<file path="src/logic/video_timing.sv">
`timescale 1ns/1ps

module video_timing #(
    parameter int H_DISP  = 64,
    parameter int H_FRONT = 4,
    parameter int H_SYNC  = 8,
    parameter int H_BACK  = 4,
    parameter int V_DISP  = 32,
    parameter int V_FRONT = 1,
    parameter int V_SYNC  = 2,
    parameter int V_BACK  = 1
) (
    input  logic        pixel_clk,
    input  logic        rst,
    output logic [10:0] h_pos,
    output logic [10:0] v_pos,
    output logic        active,
    output logic        hsync,
    output logic        vsync,
    output logic [15:0] frame_count
);

    localparam int H_TOTAL = H_DISP + H_FRONT + H_SYNC + H_BACK;
    localparam int V_TOTAL = V_DISP + V_FRONT + V_SYNC + V_BACK;

    // sync pulse sits between front and back porch
    localparam logic [10:0] H_SYNC_START = 11'(H_DISP + H_FRONT);
    localparam logic [10:0] H_SYNC_END   = 11'(H_DISP + H_FRONT + H_SYNC);
    localparam logic [10:0] V_SYNC_START = 11'(V_DISP + V_FRONT);
    localparam logic [10:0] V_SYNC_END   = 11'(V_DISP + V_FRONT + V_SYNC);

    logic h_wrap;
    logic v_wrap;

    assign h_wrap = (h_pos == 11'(H_TOTAL - 1));
    assign v_wrap = (v_pos == 11'(V_TOTAL - 1));

    ////////////////////////////////////////
    // scan counters
    ////////////////////////////////////////

    always_ff @(posedge pixel_clk) begin
        if (!rst) begin
            h_pos       <= '0;
            v_pos       <= '0;
            frame_count <= '0;
        end else if (h_wrap) begin
            h_pos <= '0;
            if (v_wrap) begin
                v_pos       <= '0;
                // one full frame done
                frame_count <= frame_count + 16'd1;
            end else begin
                v_pos <= v_pos + 11'd1;
            end
        end else begin
            h_pos <= h_pos + 11'd1;
        end
    end

    assign active = (h_pos < 11'(H_DISP)) && (v_pos < 11'(V_DISP));

    // active-low pulses
    assign hsync = !((h_pos >= H_SYNC_START) && (h_pos < H_SYNC_END));
    assign vsync = !((v_pos >= V_SYNC_START) && (v_pos < V_SYNC_END));

endmodule

</file>
<file path="config.mk">
export PLATFORM = sky130hd
export DESIGN_NAME = video_timing
export DESIGN_NICKNAME = d
export VERILOG_FILES = /design/src/logic/video_timing.sv
export SDC_FILE = /design/constraint.sdc
export NUM_CORES = 1
export LEC_CHECK = 0
export ABC_AREA = 1
export BUFFER_PORTS_ARGS = -buffer_cell sky130_fd_sc_hd__buf_2
export CORE_ASPECT_RATIO = 2
export CORE_MARGIN = 4
export CORE_UTILIZATION = 57
export CTS_BUF_LIST = sky130_fd_sc_hd__clkbuf_2
export DETAILED_ROUTE_END_ITERATION = 16
export GPL_TIMING_DRIVEN = 0
export HOLD_SLACK_MARGIN = 0.05
export PLACE_DENSITY = 0.82
export SLEW_MARGIN = 20
export SYNTH_ARGS = -nofsm -noshare
export SYNTH_HDL_FRONTEND = slang
export SYNTH_SLANG_ARGS = --single-unit
</file>
<file path="constraint.sdc">
create_clock -name pixel_clk -period 1.8 [get_ports pixel_clk]
set_input_delay 0.18 -clock pixel_clk [delete_from_list [all_inputs] [get_ports pixel_clk]]
set_output_delay 0.18 -clock pixel_clk [all_outputs]
set_load 0.01 [all_outputs]
</file>
==> metrics.txt <==
Bufs on Longest Clock Path=2; register area share after synthesis=35.98%; main combinational cell family by area after synthesis=simple AND/OR/NAND/NOR gates; area of the multi-input gates=1180 µm²; number of nets with antenna violations after routing=0; Slew HR=69.45%; part of the power in registers=53.8%; crit path buf inv count=1; Critical R2R Launch=h_pos[0]; max incr delay on CP=410 ps; Initial DRT Pass Iterations=4; Area growth syn-to-layout=20.95%; peak supply drop=0.7033 mV; leakage=1.217 nW; # nets final=381; reg-to-reg slack, setup=100 ps; reg2reg end=v_pos[5]; pwr/cell area=618.9 nW/µm²; WL/cell=12.54 µm; synthesized flop and latch total=38; DP Wirelength=4.000 mm; status=finished, final reports clean; Area contributors post-synth=dfxtp_1, nand2_1, nor2_1, nand3_1, inv_1; clock power share=43.0%; crit-path cells=nor2_2 -> nand2_2 -> nor2_4 -> nand2_1 -> nor4_2 -> buf_2; Port-buffer cells=42; final non-filler cell total=425; fmax=0.5824 GHz; switching share of power=21.64%; Top Family by Delay on Critical Path=simple AND/OR/NAND/NOR gates; kind of critical path=reg2out; Final Hold Fails=0; Die Wd=51.07 µm; Post-Synth Simple-Gate Area=41.36%; first-pass GRT wire length=8.707 mm; Syn Std Cell Area=2115 µm²; Switching Power=0.0003426 W; core area=3607 µm²; adder-cell share of the synthesized area=2.367%; # diodes=0; Worst Setup Start Kind=flip-flop; area of placed instances=2386 µm²; skew final=20.43 ps; die height=94.14 µm; FF/Latch Area=777.0 µm²; RSZ-0062 raised after global routing=yes; Total GRT Usage=23.46%; Slew Viols, Final=0; Ys Warns=0; Max FO, Critical Path=5; post-synthesis net count=328; sink count of the clock tree=38; combinational fraction of design power=3.3%; Worst setup EP type=primary output; drt total wl=5.328 mm; worst-margin pin slew=458.3 ps; TritonCTS clock tree=built; Max Cap Viol=0; Cells after Synth=322; synth unique cells=29; CTS buffer count=5; Die ar.=4807 µm²; cts hold-fix bufs=0; Worst Hold Depth=3; Min-Delay Endpoint=v_pos[8]; H-tree levels=2; routed vias/inst=5.261; GRT overflow=0; R2R depth=8; count of final setup violators=0; Period minus WS final=1717 ps; Synth area leader=dfxtp_1; post-synthesis mux area share=0%; syn avg cell area=6.567 µm²; initial antenna violation count=0; latest clock arrival within the worst-skew pair=400 ps; I/O pins=43; Int Pwr=0.001240 W; CP arrival=1540 ps; Root Driver=clkbuf_2; fin area=2557 µm²; Final GP Congestion=0.8592; drt initial violations=108; Synth Area in Compound Gates=8.935%; Filler Cell Count=333; Site Rows=31; fin crit share=95.39%; Initial Utilization=58.62%; dpl cells=413; layout cells sized above 1=26.06%; WP data required=1620 ps; Util after Layout=70.90%; Synth top area share=35.98%; total power=0.001583 W; DRC viols=0; xor/xnor share of the synthesized area=1.657%; commonest non-fill, non-tap cells in the layout=nand2_1, nor2_1, buf_2; Slowest-stage cell, CP=dfxtp_4; vias in the first global route=2,020; Worst Hold Class=in2reg; clk slew on worst S/H paths=210 ps; commonest non-fill, non-tap cell in the layout=nand2_1; via count=2,236; Hold Startpoint=rst; pin count of the biggest net entering global routing=14
==> power groups by stage <==
stage / Clock, W / Combinational (W) / Sequential, W
finish: 0.000681 / 0.0000515 / 0.000851
global route: 0.000740 / 0.0000589 / 0.000853
CTS: 0.000700 / 0.0000519 / 0.000855
detailed placement: 0 / 0.0000517 / 0.000871
global placement: 0 / 0.0000507 / 0.000871
floorplan: 0 / 0.0000330 / 0.000873
==> flip-flops by register name, summed over array words and instances (netlist names) <==
name and flops:
v_pos 11, h_pos 11, frame_count 16
==> area by class of cell <==
cell class	instances	share of cell area, %
tap	49	2.397
multi-input combinational	237	46.14
clock inverter	3	2.691
inverter	40	5.871
clock buffer	5	0.9785
timing repair buffer	46	9.393
sequential	38	30.38
buffer	7	2.153
==> per-layer routing <==
metal,global-route usage (%),up-vias,routed length (µm)
li1,-,1132,-
met1,23.47,1018,1981
met2,43.21,68,2902
met3,4.293,18,237
met4,13.48,0,207
met5,0,-,0
==> Yosys cell counts <==
master and instances:
a21oi_1 20, a21oi_2 4, a31oi_1 1, buf_1 1, buf_2 2, buf_4 1, buf_6 3, dfxtp_1 38
ha_1 4, inv_1 38, inv_2 2, nand2_1 77, nand2_2 3, nand3_1 33, nand3_2 1, nand3_4 1
nand4_1 8, nor2_1 57, nor2_2 3, nor2_4 2, nor2_8 1, nor3_1 6, nor4_1 1, o21a_1 1
o21ai_0 7, o21ai_1 1, or2_2 2, xnor2_1 1, xor2_1 3
==> kinds of logic (layout without fill, tap and decap cells) <==
family,count (synthesis),count (layout)
AOI/OAI and AO/OA,34,34
xor gates and xnor gates,4,4
adders and majority gates,4,4
buffers and inverters,47,101
DFF,38,38
and+or+nand+nor,195,195
==> worst max path at each step <==
| stage | depth (start not counted) | start | endpoint |
|---|---|---|---|
| final | 6 | h_pos[8] | active |
| after floorplan | 9 | v_pos[0] | frame_count[8] |
| after CTS | 6 | v_pos[7] | active |
| after global placement | 9 | v_pos[0] | frame_count[9] |
| after global routing | 7 | v_pos[7] | vsync |
| after detailed placement | 9 | h_pos[0] | frame_count[6] |
==> what timing repair did <==
| item | CTS | global route |
|---|---|---|
| setup endpoints to repair | 1 | 15 |
| pin swaps | 0 | 4 |
| buffers inserted | 0 | 4 |
| gates resized for setup | 1 | 22 |
==> tightest hold or removal path: stages <==
cell and delay, ps:
buf_2 90, inv_1 100, a21oi_1 130
==> per-stage QoR <==
| step | setup WS [ps] | TNS, ps | hold slack (ps) |
|---|---|---|---|
| after floorplan | 263.0 | 0 | 364.4 |
| after global placement | 124.1 | 0 | 440.0 |
| after detailed placement | 69.60 | 0 | 448.0 |
| after CTS | 5.332 | 0 | 96.77 |
| after global routing | -13.22 | -22.05 | 102.8 |
| final | 83.05 | 0 | 127.0 |
(Power assumes the default switching activity.)
