===== src/logic/vga_text_pkg.sv =====
package vga_text_pkg;

    ////////////////////////////////////////
    // address regions
    ////////////////////////////////////////

    // top nibble of the 30-bit word address
    // anything below c counts as main memory
    typedef enum logic [3:0] {
        REGION_MAIN   = 4'h0,
        REGION_VMEM   = 4'hc,
        REGION_TIMER  = 4'hd,
        REGION_KBD    = 4'he,
        REGION_LOADER = 4'hf
    } region_t;

    // store data from the register file
    // lane 0 is the most significant byte
    typedef union packed {
        logic [31:0]     word;
        logic [0:3][7:0] lane;
    } store_word_u;

    ////////////////////////////////////////
    // display widths and colours
    ////////////////////////////////////////

    localparam int CHAR_W  = 8;
    localparam int CELL_PX = 8;
    localparam int COLOR_W = 4;

    // light green text
    localparam logic [COLOR_W-1:0] FG_R = 4'h2;
    localparam logic [COLOR_W-1:0] FG_G = 4'hf;
    localparam logic [COLOR_W-1:0] FG_B = 4'h4;

    // dark blue backdrop
    localparam logic [COLOR_W-1:0] BG_R = 4'h0;
    localparam logic [COLOR_W-1:0] BG_G = 4'h1;
    localparam logic [COLOR_W-1:0] BG_B = 4'h5;

endpackage


===== src/logic/vmem_wr_if.sv =====
`timescale 1ns/1ps

interface vmem_wr_if #(
    parameter int VMEM_ADDR_W = 10
);
    import vga_text_pkg::*;

    // level, high while a store to region c is on the port
    logic                   wr_req;
    // registered strobe from the sequencer
    logic                   wr_en;
    // byte address of the character cell
    logic [VMEM_ADDR_W-1:0] cell_addr;
    logic [CHAR_W-1:0]      char_code;

    // decoder side
    modport source (output wr_req, output cell_addr, output char_code);

    // write sequencer
    modport sequencer (input wr_req, output wr_en);

    // character memory write port
    modport sink (input wr_en, input cell_addr, input char_code);

endinterface


===== src/logic/vmem_write_fsm.sv =====
`timescale 1ns/1ps

module vmem_write_fsm (
    input  logic         pixel_clk,
    input  logic         rst,
    vmem_wr_if.sequencer wr,
    output logic         busy
);

    typedef enum logic [1:0] {
        ST_IDLE,
        ST_WRITE_FIRST,
        ST_WRITE_SECOND,
        ST_RELEASE
    } state_t;

    state_t state;
    state_t state_next;

    ////////////////////////////////////////
    // state register
    ////////////////////////////////////////

    always_ff @(posedge pixel_clk) begin
        if (!rst) begin
            state <= ST_IDLE;
        end else begin
            state <= state_next;
        end
    end

    always_comb begin
        state_next = state;
        case (state)
            ST_IDLE: begin
                if (wr.wr_req) begin
                    state_next = ST_WRITE_FIRST;
                end
            end
            ST_WRITE_FIRST:  state_next = ST_WRITE_SECOND;
            ST_WRITE_SECOND: state_next = ST_RELEASE;
            ST_RELEASE: begin
                // pipeline moves on, wait for the request to go away
                if (!wr.wr_req) begin
                    state_next = ST_IDLE;
                end
            end
            default: state_next = ST_IDLE;
        endcase
    end

    // write enable straight from state flops, two edges of writing
    assign wr.wr_en = (state == ST_WRITE_FIRST) || (state == ST_WRITE_SECOND);

    // stall covers request cycle plus both write cycles
    assign busy = ((state == ST_IDLE) && wr.wr_req) || wr.wr_en;

endmodule


===== src/flat_wrapper.sv =====
// flat-port wrapper written by rule: the top's interface ports become plain ports
module vmem_write_fsm_flat 
  (pixel_clk, rst, busy, wr_wr_req, wr_wr_en);
  vmem_wr_if wr_i ();
  input  logic pixel_clk;
  input  logic rst;
  output logic busy;
  input wire logic [$bits(wr_i.wr_req)-1:0] wr_wr_req;
  output wire logic [$bits(wr_i.wr_en)-1:0] wr_wr_en;
  assign wr_i.wr_req = wr_wr_req;
  assign wr_wr_en = wr_i.wr_en;
  vmem_write_fsm u_core (.pixel_clk(pixel_clk), .rst(rst), .wr(wr_i), .busy(busy));
endmodule

===== config.mk =====
export PLATFORM = sky130hd
export DESIGN_NAME = vmem_write_fsm_flat
export DESIGN_NICKNAME = d
export VERILOG_FILES = /design/src/logic/vga_text_pkg.sv /design/src/logic/vmem_wr_if.sv /design/src/logic/vmem_write_fsm.sv /design/src/flat_wrapper.sv
export SDC_FILE = /design/constraint.sdc
export NUM_CORES = 1
export LEC_CHECK = 0
export ABC_AREA = 1
export BUFFER_PORTS_ARGS = -buffer_cell sky130_fd_sc_hd__buf_2
export CAP_MARGIN = 20
export CORE_AREA = 2 2 39 41
export CTS_BUF_LIST = sky130_fd_sc_hd__clkbuf_4
export CTS_CLUSTER_DIAMETER = 100
export DETAILED_ROUTE_END_ITERATION = 10
export DIE_AREA = 0 0 41 43
export PLACE_DENSITY = 0.32
export SLEW_MARGIN = 20
export SYNTH_ARGS = -nofsm -noshare
export SYNTH_HDL_FRONTEND = slang
export SYNTH_SLANG_ARGS = --single-unit

===== constraint.sdc =====
create_clock -name pixel_clk -period 0.9 [get_ports pixel_clk]
set_input_delay 0.045 -clock pixel_clk [delete_from_list [all_inputs] [get_ports pixel_clk]]
set_output_delay 0.045 -clock pixel_clk [all_outputs]
set_load 0.02 [all_outputs]

==> run_results.csv <==
group,metric,value,unit
floorplanning,die_area,0.00176,sq mm
clock_tree,clock_sinks,2,
clock_tree,cts_buffers,3,
power_and_ir_drop,p_clk_frac,0.213,
critical_path,cp.required,0.85,ns
critical_path,rrSetupSlack,-0.17,ns
synthesis,yosysWarnings,0,
sta,clock_skew,0.00227,ns
critical_path,cp-endpoint,"busy",
sta,finalMaxSlewViolations,0,
critical_path,critPathArrivalTime,1.08,ns
cells_and_area,mostFrequentLayoutCells,"nand2_1, nor2_1, buf_4",
critical_path,cp_max_fo,2,
synthesis,synthMuxAreaShare,0,
synthesis,avgSynthCellArea,6.40,sq um
clock_tree,clockRootBuffer,"clkbuf_4",
sta,relSlewSlack,0.928,
power_and_ir_drop,p_total,925,uW
global_routing,grt_max_degree,4,
critical_path,reg2reg_to,"u_core.state[0]",
global_routing,grt_pass1_wl,690,um
placed_design,dp_hpwl,298,um
synthesis,synth_area_leaders,"ha_1, dfxtp_1, nand2_1",
cells_and_area,layout_commonest_cell,"nand2_1",
synthesis,synth_top_family_by_area,"simple AND/OR/NAND/NOR gates",
detailed_routing,routed_wl,417,um
detailed_routing,vias,187,
sta,setup_viol,4,
power_and_ir_drop,power_density,2960,mW/mm^2
clock_tree,clk_pin_slew,0.03,ns
synthesis,yosysSeqAreaShare,0.232,
power_and_ir_drop,p_int,561,uW
placed_design,dpl_cell_area,236,sq um
cells_and_area,top_register,"u_core.state",
placed_design,io_buffers,4,
power_and_ir_drop,p_switching,364,uW
cells_and_area,utilization,0.226,
power_and_ir_drop,ir_worst_vdd,0.956,mV
run,drv_cap,0,
critical_path,critPathKind,"reg -> out",
critical_path,startpoint_type,"register",
cells_and_area,syn_to_final_growth,81.2,%
floorplanning,die_w,41,um
detailed_routing,drc,0,
synthesis,synth_compound_area_frac,0.0290,
cells_and_area,antenna_cells,0,
power_and_ir_drop,power_frac_seq,0.153,
placed_design,gp_congestion,0.658,
synthesis,synth_area,173,sq um
detailed_routing,drt_iter0_markers,1,
status,violations,"negative setup slack",
floorplanning,start_util,0.125,
clock_tree,ctsHoldBuffers,0,
synthesis,synthAdderAreaFrac,0.290,
synthesis,synthSimpleGateAreaFrac,0.319,
placed_design,dp_slack,-0.0903,ns
synthesis,synth.distinct_cells,7,
clock_tree,cts_buffer_depth,2,
critical_path,end_kind,"primary output",
synthesis,yosysTopAreaCell,"ha_1",
cells_and_area,top_regs,"u_core.state: 2 flops",
detailed_routing,routedWlPerCell,7.58,um
status,status,"complete, but fails checks",
cells_and_area,drive_above_1_share,0.590,
power_and_ir_drop,sw_frac_of_total,0.394,
floorplanning,die_height,43,um
cells_and_area,largest_reg_flops,2,
critical_path,reg2regPathDepth,7,
sta,rsz0062_at_grt,"true",
critical_path,startpoint,"u_core.state[1]",
clock_tree,cts-htree-levels,1,
power_and_ir_drop,combPwrFrac,0.634,
critical_path,r2r-start,"u_core.state[0]",
synthesis,syn-num-nets,34,
detailed_routing,ant_nets,0,
global_routing,overflow,0,
floorplanning,rows,14,
global_routing,grt_use_total,0.0611,
sta,hold_violations,0,
synthesis,netlist.area_leader.share,0.290,
sta,holdWs,0.0702,ns
worst_hold_path,worstHoldPathType,"in -> reg",
detailed_routing,firstDrtPassIters,2,
floorplanning,ios,5,
power_and_ir_drop,p_leak,0.000160,uW
sta,tightest_slew,0.108,ns
synthesis,yosys_register_bits,2,
global_routing,grt_pass1_vias,206,
global_routing,antenna_found_initial,0,
cells_and_area,fin_nets,48,
clock_tree,cts_tree,"done",
sta,finalCritPeriodShare,1.26,
sta,fmax,0.885,GHz
floorplanning,core,0.00138,sq mm
synthesis,synth_xor_xnor_area_share,0,
detailed_routing,post_drt_via_cell_ratio,3.40,
sta,post-route-min-period,1.13,ns
sta,fin_ws,-0.230,ns
synthesis,synth_cells,27,
clock_tree,clock_latency,0.22,ns
cells_and_area,final_cell_area,313,sq um
[Yosys cell counts]
cell and number:
dfxtp_1 2, ha_1 4, inv_1 6, nand2_1 7, nand3_1 2, nor2_1 5
o21ai_0 1
[repair_timing]
| item | in CTS | in global routing |
|---|---|---|
| setup endpoints to repair | 4 | 4 |
| resized for setup | 5 | 1 |
| setup buffers | 4 | 1 |
| pin swaps | 6 | 5 |
| endpoints found under the hold margin | 0 | 0 |
[power by group through the flow]
stage	registers (uW)	logic (uW)	clock network, uW
after detailed placement	152	418	0
after global placement	152	409	0
after global routing	145	658	217
final	142	587	197
after CTS	138	540	207
after floorplan	145	340	0
[area by class of cell]
| type | count | area, sq um |
|---|---|---|
| fill | 157 | 1070 |
| multi-input combinational | 19 | 139 |
| timing repair buffer | 9 | 63.8 |
| sequential | 2 | 42.5 |
| inverter | 6 | 25.0 |
| clock buffer | 3 | 22.5 |
| tap | 16 | 20.0 |
[how the worst min path moves through the flow]
stage | start | to | slack, ns | depth (start not counted)
after detailed placement | rst | u_core.state[1] | 0.28 | 3
after floorplan | rst | u_core.state[1] | 0.15 | 2
after CTS | rst | u_core.state[0] | 0.04 | 3
final | rst | u_core.state[1] | 0.07 | 3
after global placement | rst | u_core.state[1] | 0.28 | 3
after global routing | rst | u_core.state[0] | 0.07 | 3
[worst max-delay path, cell delays in order (launching register included)]
cell,delay (ns)
dfxtp_2,0.33
inv_2,0.05
ha_4,0.27
inv_4,0.03
o21ai_2,0.05
buf_6,0.13
[per-layer routing]
metal	wire length, um	vias up	track usage
met3	28	0	0.0628
li1	-	103	-
met2	215	5	0.0969
met5	0	-	0
met1	174	79	0.0573
met4	0	0	0
[logic make-up after synthesis]
kind of cell	count (synthesis)
and+or+nand+nor	14
buffers and inverters	6
adders and majority gates	4
DFF	2
AOI/OAI and AO/OA	1
[per-stage QoR]
step | std cells | setup TNS (ns)
2_1_floorplan | 27 | -0.0692
3_3_place_gp | 47 | -0.233
3_5_place_dp | 47 | -0.245
4_1_cts | 54 | -0.668
5_1_grt | 55 | -0.964
6_report | 55 | -0.715
Note: power is estimated with default switching activity, not from simulation.
