**src/logic/vga_text_pkg.sv**
```systemverilog
package vga_text_pkg;

    ////////////////////////////////////////
    // address regions
    ////////////////////////////////////////

    // top nibble of the 30-bit word address
    // anything below c counts as main memory
    typedef enum logic [3:0] {
        REGION_MAIN   = 4'h0,
        REGION_VMEM   = 4'hc,
        REGION_TIMER  = 4'hd,
        REGION_KBD    = 4'he,
        REGION_LOADER = 4'hf
    } region_t;

    // store data from the register file
    // lane 0 is the most significant byte
    typedef union packed {
        logic [31:0]     word;
        logic [0:3][7:0] lane;
    } store_word_u;

    ////////////////////////////////////////
    // display widths and colours
    ////////////////////////////////////////

    localparam int CHAR_W  = 8;
    localparam int CELL_PX = 8;
    localparam int COLOR_W = 4;

    // light green text
    localparam logic [COLOR_W-1:0] FG_R = 4'h2;
    localparam logic [COLOR_W-1:0] FG_G = 4'hf;
    localparam logic [COLOR_W-1:0] FG_B = 4'h4;

    // dark blue backdrop
    localparam logic [COLOR_W-1:0] BG_R = 4'h0;
    localparam logic [COLOR_W-1:0] BG_G = 4'h1;
    localparam logic [COLOR_W-1:0] BG_B = 4'h5;

endpackage

```
**src/logic/glyph_render.sv**
```systemverilog
`timescale 1ns/1ps

module glyph_render (
    input  logic                             pixel_clk,
    input  logic                             rst,
    input  logic [vga_text_pkg::CHAR_W-1:0]  rd_char,
    input  logic [2:0]                       col_bit,
    input  logic                             active_d,
    input  logic                             hsync_d,
    input  logic                             vsync_d,
    output logic [vga_text_pkg::COLOR_W-1:0] vga_r,
    output logic [vga_text_pkg::COLOR_W-1:0] vga_g,
    output logic [vga_text_pkg::COLOR_W-1:0] vga_b,
    output logic                             vga_hs,
    output logic                             vga_vs
);
    import vga_text_pkg::*;

    logic pixel_on;

    // column k shows bit 7-k of the code
    // for a 3-bit column that is just the complement
    assign pixel_on = rd_char[~col_bit];

    ////////////////////////////////////////
    // output stage
    ////////////////////////////////////////

    always_ff @(posedge pixel_clk) begin
        if (!rst) begin
            vga_r  <= '0;
            vga_g  <= '0;
            vga_b  <= '0;
            vga_hs <= 1'b1;
            vga_vs <= 1'b1;
        end else begin
            // sync follows colour through the same register
            vga_hs <= hsync_d;
            vga_vs <= vsync_d;
            if (!active_d) begin
                // blanking is black
                vga_r <= '0;
                vga_g <= '0;
                vga_b <= '0;
            end else if (pixel_on) begin
                vga_r <= FG_R;
                vga_g <= FG_G;
                vga_b <= FG_B;
            end else begin
                vga_r <= BG_R;
                vga_g <= BG_G;
                vga_b <= BG_B;
            end
        end
    end

endmodule

```
**config.mk**
```make
export PLATFORM = sky130hd
export DESIGN_NAME = glyph_render
export DESIGN_NICKNAME = d
export VERILOG_FILES = /design/src/logic/vga_text_pkg.sv /design/src/logic/glyph_render.sv
export SDC_FILE = /design/constraint.sdc
export NUM_CORES = 1
export LEC_CHECK = 0
export ABC_AREA = 1
export BUFFER_PORTS_ARGS = -buffer_cell sky130_fd_sc_hd__clkbuf_2
export CAP_MARGIN = 10
export CORE_AREA = 2 2 39 41
export CTS_BUF_LIST = sky130_fd_sc_hd__clkbuf_16
export DETAILED_ROUTE_END_ITERATION = 10
export DIE_AREA = 0 0 41 43
export PLACE_DENSITY = 0.6
export SLEW_MARGIN = 20
export SYNTH_ARGS = -nofsm -noshare
export SYNTH_HDL_FRONTEND = slang
export SYNTH_SLANG_ARGS = --single-unit
```
**constraint.sdc**
```tcl
create_clock -name pixel_clk -period 0.9 [get_ports pixel_clk]
set_input_delay 0.18 -clock pixel_clk [delete_from_list [all_inputs] [get_ports pixel_clk]]
set_output_delay 0.18 -clock pixel_clk [all_outputs]
set_load 0.005 [all_outputs]
```
==> run_summary.xml <==
<?xml version="1.0" encoding="UTF-8"?>
<metrics>
  <group name="synthesis">
    <metric name="yosys_warnings" unit="">0</metric>
    <metric name="yosysMostFrequentCell" unit="">nand2_1</metric>
    <metric name="syn_inst" unit="">54</metric>
    <metric name="synth_seq_cells" unit="">5</metric>
    <metric name="post_synth_main_area_contributors" unit="">dfxtp_1 (31%), buf_4 (21%), nand2_1 (19%)</metric>
    <metric name="post_synthesis_cell_type_with_the_largest_combined_area" unit="">dfxtp_1</metric>
    <metric name="synthDistinctLibCells" unit="">9</metric>
    <metric name="synth_sequential_area_ratio" unit="">0.3053</metric>
    <metric name="ys_top_cells_by_count" unit="">nand2_1 (17), inv_1 (13), buf_4 (9)</metric>
    <metric name="synth_flop_cell" unit="">dfxtp_1</metric>
    <metric name="number_of_enable_flip_flop_cells_after_synthesis" unit="">0</metric>
    <metric name="synth.avg_cell_area" unit="um2">6.071</metric>
    <metric name="asyncSetResetFlopFracSynth" unit="">0</metric>
    <metric name="post-synth-top-area-fraction" unit="">0.3053</metric>
    <metric name="syn_area" unit="um2">327.8</metric>
  </group>
  <group name="die">
    <metric name="floorplan.die.width" unit="um">41</metric>
    <metric name="core_rows" unit="">14</metric>
    <metric name="core" unit="um2">1384</metric>
    <metric name="die_h" unit="um">43</metric>
    <metric name="die-area" unit="um2">1763</metric>
    <metric name="initial_core_util" unit="">0.2369</metric>
    <metric name="io-pin-count" unit="">30</metric>
  </group>
  <group name="setup_path">
    <metric name="start_kind" unit="">flop</metric>
    <metric name="crit_family" unit="">flip-flops</metric>
    <metric name="setup.worst_path.end_class" unit="">output port</metric>
    <metric name="worstPathBufferInverterCount" unit="">1</metric>
    <metric name="cells_along_the_critical_path" unit="">clkbuf_2</metric>
    <metric name="slowest_delay" unit="ns">0.33</metric>
    <metric name="crit_path_max_fanout" unit="">4</metric>
    <metric name="worst_ep_arrival_time" unit="ns">0.66</metric>
    <metric name="crit_required" unit="ns">0.72</metric>
    <metric name="slowest_stage" unit="">dfxtp_2</metric>
    <metric name="critPathKind" unit="">flop to output port</metric>
  </group>
  <group name="run">
    <metric name="maxCapViolations" unit="">0</metric>
  </group>
  <group name="global_route">
    <metric name="grt.total_usage" unit="">0.07329</metric>
    <metric name="initial_antenna_violation_count" unit="">0</metric>
    <metric name="grt_pass1_vias" unit="">244</metric>
    <metric name="gr-total-overflow" unit="">0</metric>
    <metric name="grt_first_pass_wirelength" unit="um">862</metric>
    <metric name="largest_net_degree_at_the_start_of_global_routing" unit="">6</metric>
  </group>
  <group name="detailed_routing">
    <metric name="drt-initial-drc-count" unit="">2</metric>
    <metric name="wire_per_inst" unit="um">6.441</metric>
    <metric name="per_cell_via_count_in_the_routed_design" unit="">3.538</metric>
    <metric name="routed-via-count" unit="">329</metric>
    <metric name="drcViolationCount" unit="">0</metric>
    <metric name="first_pass_iters" unit="">4</metric>
    <metric name="wirelength" unit="um">599</metric>
    <metric name="postRouteAntennaNets" unit="">0</metric>
  </group>
  <group name="clocking">
    <metric name="post-cts-setup-buffer-count" unit="">0</metric>
    <metric name="worst_setup_hold_path_clk_slew" unit="ns">0.03</metric>
    <metric name="cts_tree" unit="">yes</metric>
    <metric name="cts_resized" unit="">0</metric>
    <metric name="cts_hold_buffers" unit="">0</metric>
    <metric name="ctsRootBufferMaster" unit="">clkbuf_16</metric>
    <metric name="cts_inserted_buffers" unit="">3</metric>
    <metric name="clockBufferDepth" unit="">2</metric>
    <metric name="clock_tree.htree_level_count" unit="">1</metric>
    <metric name="clock_net_sink_count" unit="">5</metric>
  </group>
  <group name="sta">
    <metric name="fmaxAchievable" unit="MHz">1186</metric>
    <metric name="post-route-worst-setup-slack" unit="ns">0.05717</metric>
    <metric name="finalCriticalPeriod" unit="ns">0.8428</metric>
    <metric name="timing_max_transition_violations_final" unit="">0</metric>
    <metric name="grt_setup_unrepaired" unit="">no</metric>
    <metric name="tns" unit="ns">0</metric>
    <metric name="min_period_over_period" unit="">0.9365</metric>
    <metric name="hold_viol_final" unit="">0</metric>
    <metric name="number_of_setup_violations_in_the_final_report" unit="">0</metric>
  </group>
  <group name="place">
    <metric name="placement.cell_area" unit="um2">415.4</metric>
    <metric name="post-place-cells" unit="">89</metric>
    <metric name="gp_congestion" unit="">0.7308</metric>
    <metric name="pre_cts_slack" unit="ns">0.05645</metric>
    <metric name="placement.io_buffers" unit="">24</metric>
    <metric name="dp_hpwl" unit="um">537.7</metric>
  </group>
  <group name="finish">
    <metric name="areaGrowthSynthToFinish" unit="%">51.15</metric>
    <metric name="antenna_cells" unit="">0</metric>
    <metric name="finalInstanceArea" unit="um2">495.5</metric>
    <metric name="drive_above_1_share" unit="">0.3896</metric>
    <metric name="instances_no_fill" unit="">93</metric>
    <metric name="num-fill-cells" unit="">157</metric>
    <metric name="num-nets-final" unit="">94</metric>
    <metric name="area_of_combinational_cells_with_multiple_inputs" unit="um2">122.6</metric>
    <metric name="regArea" unit="um2">101.3</metric>
  </group>
  <group name="pwr">
    <metric name="max-vdd-ir-drop" unit="mV">0.4699</metric>
    <metric name="power.static_leakage" unit="nW">0.3390</metric>
    <metric name="internal-power" unit="mW">0.8688</metric>
    <metric name="switching_share" unit="">0.1834</metric>
    <metric name="switching_power" unit="mW">0.1952</metric>
    <metric name="powerDensity" unit="nW/um2">2148</metric>
    <metric name="power_frac_seq" unit="">0.226</metric>
    <metric name="share_comb_of_total_power" unit="">0.113</metric>
    <metric name="clock_power_share" unit="">0.661</metric>
  </group>
  <group name="status">
    <metric name="status" unit="">complete, no violations</metric>
  </group>
  <group name="min_path">
    <metric name="hp-class" unit="">primary input to flop</metric>
  </group>
</metrics>
[layer usage]
layer | wire length [um] | part of all wire | global-route usage | up-vias
met1 | 218 | 0.36 | 0.07395 | 128
met2 | 319 | 0.53 | 0.1188 | 16
met4 | 0 | 0 | 0.06000 | 0
li1 | - | - | - | 185
met5 | 0 | 0 | 0 | -
met3 | 61 | 0.10 | 0.01571 | 0
[worst paths after layout]
path	from	end	cells after the start	slack, ns
hold / removal	vsync_d	vga_vs	3	0.13
setup / recovery	vga_g[2]	vga_g[2]	1	0.06
[area by class of cell]
type / instances / area share
flip-flops and latches: 5 / 0.2045
repair buffers: 24 / 0.2424
inverters: 14 / 0.1061
well taps: 16 / 0.04040
multi-input cells: 30 / 0.2475
clock buffers: 3 / 0.1515
clock inverters: 1 / 0.007576
[layout by cell type (no fill, tap or decap), drive strengths merged]
cell type,count
nand3,6
nor2,2
conb,5
nand2,17
clkbuf,27
dfxtp,5
inv,15
[logic make-up after synthesis]
| kind of cell | synth area share |
|---|---|
| and+or+nand+nor | 0.3168 |
| buffers and inverters | 0.3664 |
| other | 0.01144 |
| DFF | 0.3054 |
[registers in the layout (all words and copies together), names as in the netlist]
name	count
vga_hs	1
vga_g	2
vga_b	1
vga_vs	1
[tightest hold or removal path: cells and delay by family]
family | cells | cell delay [ns]
simple gates | 1 | 0.04
buf+inv | 2 | 0.10
[power by group through the flow]
stage          registers [mW]  logic, mW  clock network (mW)
6_report                0.241      0.120               0.703
2_1_floorplan           0.246     0.0845                   0
3_3_place_gp            0.243      0.120                   0
5_1_grt                 0.242      0.142               0.730
3_5_place_dp            0.244      0.121                   0
4_1_cts                 0.241      0.122               0.714
[stage by stage]
step | hold WS (ns) | total power, mW | util
global route | 0.1458 | 1.115 | 0.3580
finish | 0.1254 | 1.064 | 0.3580
CTS | 0.1237 | 1.076 | 0.3571
floorplan | 0.2487 | 0.3301 | -
global placement | 0.3541 | 0.3631 | 0.3002
detailed placement | 0.3525 | 0.3651 | 0.3002
No activity file was read; power rests on OpenSTA's default activity.
