`config.mk`:
```
export PLATFORM = sky130hd
export DESIGN_NAME = mem_port_decode_flat
export DESIGN_NICKNAME = d
export VERILOG_FILES = /design/src/logic/vga_text_pkg.sv /design/src/logic/vmem_wr_if.sv /design/src/logic/mem_port_decode.sv /design/src/flat_wrapper.sv
export SDC_FILE = /design/constraint.sdc
export NUM_CORES = 1
export LEC_CHECK = 0
export BUFFER_PORTS_ARGS = -buffer_cell sky130_fd_sc_hd__buf_4
export CORE_MARGIN = 2
export CORE_UTILIZATION = 22
export DETAILED_ROUTE_END_ITERATION = 8
export PLACE_DENSITY_LB_ADDON = 0.05
export SYNTH_ARGS = -nofsm -noshare
export SYNTH_HDL_FRONTEND = slang
export SYNTH_SLANG_ARGS = --single-unit
```
`constraint.sdc`:
```
create_clock -name vclk -period 0.9
set_clock_uncertainty 0.05 [all_clocks]
set_input_delay 0.09 -clock vclk [all_inputs]
set_output_delay 0.09 -clock vclk [all_outputs]
set_load 0.02 [all_outputs]
```
`src/logic/vga_text_pkg.sv`:
```
package vga_text_pkg;

    ////////////////////////////////////////
    // address regions
    ////////////////////////////////////////

    // top nibble of the 30-bit word address
    // anything below c counts as main memory
    typedef enum logic [3:0] {
        REGION_MAIN   = 4'h0,
        REGION_VMEM   = 4'hc,
        REGION_TIMER  = 4'hd,
        REGION_KBD    = 4'he,
        REGION_LOADER = 4'hf
    } region_t;

    // store data from the register file
    // lane 0 is the most significant byte
    typedef union packed {
        logic [31:0]     word;
        logic [0:3][7:0] lane;
    } store_word_u;

    ////////////////////////////////////////
    // display widths and colours
    ////////////////////////////////////////

    localparam int CHAR_W  = 8;
    localparam int CELL_PX = 8;
    localparam int COLOR_W = 4;

    // light green text
    localparam logic [COLOR_W-1:0] FG_R = 4'h2;
    localparam logic [COLOR_W-1:0] FG_G = 4'hf;
    localparam logic [COLOR_W-1:0] FG_B = 4'h4;

    // dark blue backdrop
    localparam logic [COLOR_W-1:0] BG_R = 4'h0;
    localparam logic [COLOR_W-1:0] BG_G = 4'h1;
    localparam logic [COLOR_W-1:0] BG_B = 4'h5;

endpackage

```
`src/logic/vmem_wr_if.sv`:
```
`timescale 1ns/1ps

interface vmem_wr_if #(
    parameter int VMEM_ADDR_W = 10
);
    import vga_text_pkg::*;

    // level, high while a store to region c is on the port
    logic                   wr_req;
    // registered strobe from the sequencer
    logic                   wr_en;
    // byte address of the character cell
    logic [VMEM_ADDR_W-1:0] cell_addr;
    logic [CHAR_W-1:0]      char_code;

    // decoder side
    modport source (output wr_req, output cell_addr, output char_code);

    // write sequencer
    modport sequencer (input wr_req, output wr_en);

    // character memory write port
    modport sink (input wr_en, input cell_addr, input char_code);

endinterface

```
`src/logic/mem_port_decode.sv`:
```
`timescale 1ns/1ps

module mem_port_decode #(
    parameter int VMEM_ADDR_W = 10
) (
    input  logic [29:0]               dmem_addr,
    input  logic                      dmem_read,
    input  logic                      dmem_write,
    input  logic [3:0]                byte_en,
    input  vga_text_pkg::store_word_u store_data,
    input  logic [15:0]               frame_count,
    input  logic                      seq_busy,
    output logic                      mem_read,
    output logic                      mem_write,
    output logic [31:0]               load_data,
    output logic                      mem_stall,
    vmem_wr_if.source                 wr
);
    import vga_text_pkg::*;

    region_t    region;
    logic [1:0] lane_sel;

    ////////////////////////////////////////
    // region decode
    ////////////////////////////////////////

    always_comb begin
        case (dmem_addr[29:26])
            4'hc:    region = REGION_VMEM;
            4'hd:    region = REGION_TIMER;
            4'he:    region = REGION_KBD;
            4'hf:    region = REGION_LOADER;
            default: region = REGION_MAIN;
        endcase
    end

    // main memory only, everything else stays local
    assign mem_read  = dmem_read && (region == REGION_MAIN);
    assign mem_write = dmem_write && (region == REGION_MAIN);

    // timer load gets the frame count, keyboard and loader read as zero
    assign load_data = (dmem_read && (region == REGION_TIMER)) ? {16'h0000, frame_count}
                                                                : 32'h0000_0000;

    ////////////////////////////////////////
    // video memory store
    ////////////////////////////////////////

    // single-hot enable picks offset and lane
    always_comb begin
        case (byte_en)
            4'b1000: lane_sel = 2'd0;
            4'b0100: lane_sel = 2'd1;
            4'b0010: lane_sel = 2'd2;
            4'b0001: lane_sel = 2'd3;
            // malformed enable, treat as lane 3
            default: lane_sel = 2'd3;
        endcase
    end

    assign wr.wr_req    = dmem_write && (region == REGION_VMEM);
    // word address plus byte offset
    assign wr.cell_addr = {dmem_addr[VMEM_ADDR_W-3:0], lane_sel};
    assign wr.char_code = store_data.lane[lane_sel];

    // held until the sequencer reaches release
    assign mem_stall = wr.wr_req && seq_busy;

endmodule

```
`src/flat_wrapper.sv`:
```
// flat-port wrapper written by rule: the top's interface ports become plain ports
module mem_port_decode_flat import vga_text_pkg::*;
#(
    parameter int VMEM_ADDR_W = 10
)
  (dmem_addr, dmem_read, dmem_write, byte_en, store_data, frame_count, seq_busy, mem_read, mem_write, load_data, mem_stall, wr_wr_req, wr_cell_addr, wr_char_code);
  vmem_wr_if #(.VMEM_ADDR_W(VMEM_ADDR_W)) wr_i ();
  input  logic [29:0] dmem_addr;
  input  logic dmem_read;
  input  logic dmem_write;
  input  logic [3:0] byte_en;
  input  vga_text_pkg::store_word_u store_data;
  input  logic [15:0] frame_count;
  input  logic seq_busy;
  output logic mem_read;
  output logic mem_write;
  output logic [31:0] load_data;
  output logic mem_stall;
  output wire logic [$bits(wr_i.wr_req)-1:0] wr_wr_req;
  output wire logic [$bits(wr_i.cell_addr)-1:0] wr_cell_addr;
  output wire logic [$bits(wr_i.char_code)-1:0] wr_char_code;
  assign wr_wr_req = wr_i.wr_req;
  assign wr_cell_addr = wr_i.cell_addr;
  assign wr_char_code = wr_i.char_code;
  mem_port_decode #(.VMEM_ADDR_W(VMEM_ADDR_W)) u_core (.dmem_addr(dmem_addr), .dmem_read(dmem_read), .dmem_write(dmem_write), .byte_en(byte_en), .store_data(store_data), .frame_count(frame_count), .seq_busy(seq_busy), .mem_read(mem_read), .mem_write(mem_write), .load_data(load_data), .mem_stall(mem_stall), .wr(wr_i));
endmodule
```
==> results of run 1 <==
## repair_timing
action | CTS | global route
buffers inserted | 1 | 2
resized for setup | 53 | 17
setup endpoints to repair | 27 | 28
hold buffers | 0 | 0
cloned | 1 | 1
pin swaps | 18 | 6
## kinds of logic after synthesis
group / count (synthesis) / share of synthesized area (%)
other: 1 / 0.591
AND/OR/NAND/NOR: 37 / 35.1
buffers and inverters: 29 / 34.9
AO/OA/AOI/OAI: 25 / 26.6
XOR/XNOR: 2 / 2.76
## worst max path at each step
stage                    start         endpoint  slack, ns  cells after the start
floorplan           byte_en[3]  wr_char_code[0]      -0.29                      5
global placement    byte_en[0]  wr_char_code[5]      -0.46                      5
detailed placement  byte_en[0]  wr_char_code[7]      -0.53                      5
CTS                 byte_en[0]  wr_char_code[7]      -0.41                      7
global route        byte_en[0]  wr_char_code[4]      -0.43                      7
finish              byte_en[2]  wr_char_code[7]      -0.38                      6
## per-layer routing
layer	part of all wire (%)	routed length, µm	track usage (%)	up-vias
met2	60	1870	35.2	51
li1	-	-	-	488
met1	32	1000	20.9	459
met3	7.8	243	2.01	6
met4	0.54	17	1.66	0
met5	0	0	0	-
## final cells by class
| type | instances | area share, % |
|---|---|---|
| Multi-Input combinational cell | 80 | 41.2 |
| Timing Repair Buffer | 107 | 56.6 |
| Tap cell | 31 | 2.16 |
## where the power goes
group          leakage [nW]  internal (mW)  total, mW  switching (mW)
combinational         0.836          0.489      0.889           0.399
clock                     0              0          0               0
sequential                0              0          0               0
total                 0.836          0.489      0.889           0.399
## critical path, cell delays in order
cell	delay, ns
buf_8	0.11
nand2b_4	0.13
a211o_1	0.32
buf_12	0.17
a32oi_4	0.18
buf_6	0.15
## through the flow
| stage | power (mW) | instance area (µm²) | util [%] | instances |
|---|---|---|---|---|
| floorplan | 0.495 | 893 | - | 109 |
| global placement | 0.757 | 1500 | 54.5 | 213 |
| detailed placement | 0.770 | 1500 | 54.5 | 213 |
| CTS | 0.852 | 1710 | 62.0 | 215 |
| global route | 0.943 | 1790 | 65.0 | 218 |
| finish | 0.889 | 1790 | 65.0 | 218 |
## placed cells by master, fill, tap and decap left out
master and instances:
nor2_2 1, nand3_2 2, nor2_4 1, xnor2_2 1, conb_1 16, buf_4 65, o22ai_1 8, a211o_1 1
and2_1 2, xor2_1 1, and2_4 17, nor4b_4 1, nor3_4 1, nand2b_4 2, nand2_4 2, buf_8 3
or2_4 1, nand2_2 1, nand3_1 6, buf_6 35, o21ai_0 2, buf_12 3, buf_16 1, a32oi_4 8
o21ai_1 6
==> results.json, run 1 <==
{
  "status": "complete, but fails checks",
  "failed_checks": "negative setup slack",
  "synth.distinct_cells": 20,
  "worstSetupStartpointType": "input pin",
  "final.setup.tns_ns": -5.31,
  "n_sequential_cell": 0,
  "die_y_um": 57.7,
  "antennaDiodeCount": 0,
  "grt_usage_pct": 17.8,
  "hold-path-cell-count": 0,
  "gp_congestion": 0.707,
  "antenna_found_initial": 0,
  "worstPathMaxFanout": 9,
  "register_area_um2": 0,
  "min_path_type": "in2out",
  "syn_avg_cell_area_um2": 6.75,
  "slew_violations": 0,
  "endpoint_kind": "output pin",
  "hp-start": "dmem_addr[1]",
  "setup_viol_count_final": 27,
  "core_um2": 2760,
  "synth_area_um2": 634,
  "multiInputGateArea_um2": 738,
  "cap_viol_max_count": 0,
  "grt_max_degree": 10,
  "arrival_ns": 1.14,
  "num-fill-cells": 230,
  "synth_top_area_cell": "buf_4",
  "vias": 1004,
  "max_freq_mhz": 779,
  "first_iter_violations": 11,
  "yosysWarningCount": 0,
  "whs_ns": 0.130,
  "crit_type": "in2out",
  "area_growth_pct": 182,
  "ys_seq_area_share_pct": 0,
  "wl_um": 3130,
  "synthTopCellsByArea": "buf_4 28%, and2_1 19%, a32oi_1 11%, o22ai_1 7.9%, nand3_1 6.3%",
  "port_buffers": 89,
  "layout-drive-gt1-share_pct": 77.5,
  "io_pins": 139,
  "powerDensity_nw_per_um2": 496,
  "rows": 19,
  "grt_pass1_vias": 995,
  "synth.most_common_cell": "buf_4",
  "synth_common_cells": "24 x buf_4, 19 x and2_1",
  "via_per_inst": 4.61,
  "syn_inst": 94,
  "grt-ovfl-total": 0,
  "cp.required_ns": 0.76,
  "routedWlPerCell_um": 14.4,
  "die_area_um2": 3330,
  "fin_crit_sh_pct": 143,
  "finalHoldViolCount": 0,
  "ir_drop_mv": 0.365,
  "num-clock-buffers": 0,
  "fin_ws_ns": -0.383,
  "grt_pass1_wl_um": 4800,
  "layout_min_cycle_time_ns": 1.28,
  "route.detailed.drc": 0,
  "die_x_um": 57.7,
  "final_nets": 274,
  "first_pass_iters": 4,
  "initial_core_util_pct": 23.0,
  "dp_slack_ns": -0.530,
  "ant_nets": 0,
  "rsz0062_at_grt": "yes",
  "p_leak_nw": 0.836,
  "dp_hpwl_um": 2350,
  "holdPathEnd": "wr_cell_addr[3]",
  "synth_top_area_share_pct": 28.4
}
No activity file was read; power rests on OpenSTA's default activity.
==> run 2, diff against run 1 <==
Settings changed: ABC_AREA set to 1, CORE_UTILIZATION 22 to 27.
==> run 2 against run 1 <==
Net effect: the flow still finishes with violations (negative setup slack); via count is 25% higher; clock-buffer cell count stayed put; non-clock buffer count is 5 lower; critical path depth is 2 higher; largest power group unchanged; synthesized area is 41% higher; combinational power is 2% lower.
==> results.json, run 2 <==
{
  "setup_viol_count_final": 26,
  "endpoint_kind": "output pin",
  "antenna_found_initial": 0,
  "route.detailed.drc": 0,
  "final_cell_mix": "61 x buf_4, 43 x inv_1, 35 x buf_6",
  "synth_common_cells": "46 x inv_1, 24 x buf_4, 24 x nand3_1",
  "cts_hold_buf": 0,
  "max_freq_mhz": 863,
  "ir_drop_mv": 0.254,
  "gp_congestion": 0.729,
  "slew_violations": 0,
  "multiInputGateArea_um2": 850,
  "antennaDiodeCount": 0,
  "worstSetupStartpointType": "input pin",
  "syn_avg_cell_area_um2": 5.31,
  "die_area_um2": 3780,
  "synth_top_area_cell": "buf_4",
  "rows": 20,
  "final_nets": 347,
  "powerDensity_nw_per_um2": 422,
  "dp_hpwl_um": 2380,
  "first_iter_violations": 19,
  "cp_slowest_stage_delay_ns": 0.16,
  "fin_crit_sh_pct": 129,
  "synth.distinct_cells": 17,
  "layout-drive-gt1-share_pct": 65.0,
  "min_path_type": "in2out",
  "arrival_ns": 1.02,
  "ys_seq_area_share_pct": 0,
  "failed_checks": "negative setup slack",
  "wl_met2_um": 1730,
  "die_y_um": 61.5,
  "die_x_um": 61.5,
  "register_area_um2": 0,
  "rsz0062_at_grt": "yes",
  "wl_um": 3410,
  "io_pins": 139,
  "final_util_pct": 66.5,
  "synth_area_um2": 892,
  "cp.required_ns": 0.76,
  "finalHoldViolCount": 0,
  "cp_slowest_cell": "nor2_4",
  "grt_max_degree": 10,
  "met1Wirelength_um": 1260,
  "path_cells": "buf_8 > nor2_4 > nand2_8 > buf_12 > nand3b_1 > nand3_2 > nand2_4 > buf_6",
  "whs_ns": 0.130,
  "ant_nets": 0,
  "initial_core_util_pct": 28.8,
  "grt-ovfl-total": 0,
  "synth.most_common_cell": "inv_1",
  "area_growth_pct": 131,
  "p_leak_nw": 1.17,
  "routedWlPerCell_um": 11.2,
  "vias": 1255,
  "top_layer": "met4",
  "num-fill-cells": 306,
  "grt_usage_pct": 15.9,
  "wl_met3_um": 407,
  "core_um2": 3100,
  "status": "complete, but fails checks",
  "synthTopCellsByArea": "buf_4 20%, inv_1 19%, nand3_1 13%, nor2_1 9.3%, nand2_1 8.0%",
  "worstPathMaxFanout": 8,
  "fin_ws_ns": -0.259,
  "crit_type": "in2out",
  "via_per_inst": 4.13,
  "layout_min_cycle_time_ns": 1.16,
  "num-clock-buffers": 0,
  "n_sequential_cell": 0,
  "port_buffers": 89,
  "synth_top_area_share_pct": 20.2,
  "first_pass_iters": 4,
  "syn_inst": 168,
  "final_common_cell": "buf_4",
  "yosysWarningCount": 0,
  "grt_pass1_wl_um": 4730,
  "cap_viol_max_count": 0,
  "grt_pass1_vias": 1064
}
[run 2: cell types whose count changed in the layout (fill, tap and decap cells not counted), sizes merged, moves of 2 or more]
cell / delta
nand3b: +8
nand3: +17
and2: -19
nand2: +32
a32oi: -8
nand2b: -2
nor2: +23
inv: +48
o21ai: -8
buf: -5
o22ai: -8
[run 2: cell type report]
| cell class | instances | area share, % |
|---|---|---|
| well taps | 44 | 2.67 |
| repair buffers | 102 | 46.8 |
| inverters | 48 | 9.34 |
| multi-input cells | 110 | 41.2 |
[run 2: per-stage QoR]
| step | worst slack, ns | std cells | area [µm²] | TNS [ns] | power, mW |
|---|---|---|---|---|---|
| 5_1_grt | -0.312 | 304 | 2060 | -3.85 | 0.933 |
| 3_3_place_gp | -0.273 | 297 | 1710 | -3.37 | 0.733 |
| 6_report | -0.259 | 304 | 2060 | -2.72 | 0.870 |
| 3_5_place_dp | -0.293 | 297 | 1710 | -3.43 | 0.738 |
| 2_1_floorplan | 0.00145 | 183 | 1130 | 0 | 0.514 |
| 4_1_cts | -0.251 | 302 | 2010 | -3.44 | 0.849 |
[run 2: per-layer routing]
layer  vias to the layer above  track usage, %
met5                         -               0
met2                        70            31.9
met3                         2            2.31
met4                         0           0.304
met1                       547            18.5
li1                        636               -
[run 2: repair_timing]
item | 4_1_cts | 5_1_grt
setup buffers | 2 | 1
resized for setup | 63 | 10
pin swaps | 15 | 27
gates cloned | 3 | 1
endpoints found under the setup margin | 27 | 27
[run 2: path summary, 6_finish.rpt]
check / start / to / slack [ns] / depth (start not counted)
max: byte_en[1] / wr_char_code[0] / -0.26 / 8
min: dmem_addr[0] / wr_cell_addr[2] / 0.13 / 0
[run 2: critical path: cells and delay by family]
kind,cells,cell delay (ns)
buffers and inverters,3,0.37
and+or+nand+nor,5,0.55
[run 2: kinds of logic (layout without fill, tap and decap cells)]
group         Yosys count  count (layout)  share of synthesized area [%]
simple gates           91              94                           53.9
buf+inv                76             150                           45.7
other cells             1              16                          0.420
[run 2: report_power, final]
group	internal [mW]	leakage (nW)	switching (mW)
clock	0	0	0
sequential	0	0	0
combinational	0.431	1.17	0.439
total	0.431	1.17	0.439
==> run 3, diff against run 2 <==
Settings changed: SETUP_SLACK_MARGIN set to 0.2.
==> run 3 against run 2 <==
Net effect: the run still ends with negative setup slack left; non-clock buffer count unchanged; via count down 1.4%; hold slack about the same; combinational power grew 8.2%; global-route usage down 0.13 points.
==> results.json, run 3 (synthesis results as in run 2) <==
{
  "rows": 20,
  "failed_checks": "negative setup slack",
  "first_iter_violations": 16,
  "worstPathMaxFanout": 6,
  "grt-ovfl-total": 0,
  "initial_core_util_pct": 28.8,
  "dp_hpwl_um": 2320,
  "powerDensity_nw_per_um2": 429,
  "crit_type": "in2out",
  "finalInstanceArea_um2": 2190,
  "io_pins": 139,
  "min_path_type": "in2out",
  "layout-drive-gt1-share_pct": 67.2,
  "p_leak_nw": 1.19,
  "placed_cells": 295,
  "dp_slack_ns": -0.315,
  "grt_max_degree": 10,
  "final_cell_count_no_fill": 303,
  "die_y_um": 61.5,
  "multiInputGateArea_um2": 931,
  "die_area_um2": 3780,
  "num-fill-cells": 280,
  "fin_crit_sh_pct": 130,
  "grt_usage_pct": 15.8,
  "num-clock-buffers": 0,
  "antenna_found_initial": 0,
  "power_mw": 0.941,
  "p_sw_mw": 0.477,
  "slew_violations": 0,
  "status": "complete, but fails checks",
  "intPower_mw": 0.464,
  "swShare_pct": 50.7,
  "layout_min_cycle_time_ns": 1.17,
  "grt_pass1_wl_um": 4680,
  "n_sequential_cell": 0,
  "gp_congestion": 0.691,
  "port_buffers": 89,
  "rsz0062_at_grt": "yes",
  "max_freq_mhz": 854,
  "via_per_inst": 4.08,
  "vias": 1237,
  "area_growth_pct": 146,
  "core_um2": 3100,
  "route.detailed.drc": 0,
  "cap_viol_max_count": 0,
  "final_nets": 346,
  "grt_pass1_vias": 1120,
  "seqPwrFrac_pct": 0,
  "endpoint_kind": "output pin",
  "setup_viol_count_final": 27,
  "power_frac_clock_pct": 0,
  "wl_um": 3220,
  "ir_drop_mv": 0.254,
  "worstSetupStartpointType": "input pin",
  "final_cell_mix": "56 x buf_4, 42 x inv_1, 38 x buf_6",
  "first_pass_iters": 4,
  "combPwrFrac_pct": 100.0,
  "place_area_um2": 1830,
  "antennaDiodeCount": 0,
  "routedWlPerCell_um": 10.6,
  "finalHoldViolCount": 0,
  "final_common_cell": "buf_4",
  "die_x_um": 61.5,
  "cp.required_ns": 0.76,
  "arrival_ns": 1.03,
  "register_area_um2": 0,
  "fin_ws_ns": -0.271,
  "ant_nets": 0
}
-- run 3: cell types whose count changed in the layout (fill, tap and decap cells not counted), moves of 3 or more --
cell     delta
nor2_4      +4
buf_6       +3
nand2_4     +6
nand2_2     -8
nor2_1      -3
buf_4       -5
-- run 3: power groups by stage --
stage / sequential (mW) / clock, mW / combinational (mW)
6_report: 0 / 0 / 0.941
5_1_grt: 0 / 0 / 1.01
4_1_cts: 0 / 0 / 0.914
3_5_place_dp: 0 / 0 / 0.804
3_3_place_gp: 0 / 0 / 0.801
2_1_floorplan: 0 / 0 / 0.572
-- run 3: cell type report --
cell class / count / share of cell area [%]
inverters: 48 / 9.82
multi-input cells: 109 / 42.5
well taps: 44 / 2.51
repair buffers: 102 / 45.2
-- run 3: layer usage --
layer  up-vias  track usage [%]  routed length, µm
met5         -                0                  0
met4         0             3.34                 36
met3         8             2.31                317
met2        70             27.4               1640
met1       525             20.6               1230
li1        634                -                  -
-- run 3: path summary, 6_finish.rpt --
path	startpoint	to	slack, ns	cells past startpoint
worst min-delay path	dmem_addr[2]	wr_cell_addr[4]	0.13	0
worst max-delay path	byte_en[3]	wr_char_code[0]	-0.27	9
-- run 3: through the flow --
stage                     hold slack, ns  TNS, ns  utilization [%]
final                              0.130    -2.99             70.6
after global routing               0.130    -4.13             70.6
after global placement             0.130    -4.03             58.8
after detailed placement           0.130    -4.18             58.8
after CTS                          0.130    -2.99             69.1
after floorplan                    0.236        0                -
-- run 3: worst max-delay path, stage by stage --
cell,delay [ns]
buf_6,0.12
inv_12,0.03
nor2_4,0.14
nand2_8,0.13
buf_6,0.15
nand3_1,0.08
nand3_2,0.10
nand2_4,0.08
buf_6,0.11
-- run 3: what timing repair did --
action,in CTS,in global routing
gates cloned,3,0
buffers inserted,4,1
pin swaps,25,6
hold buffers,0,0
setup endpoints to repair,28,30
resized for setup,59,11
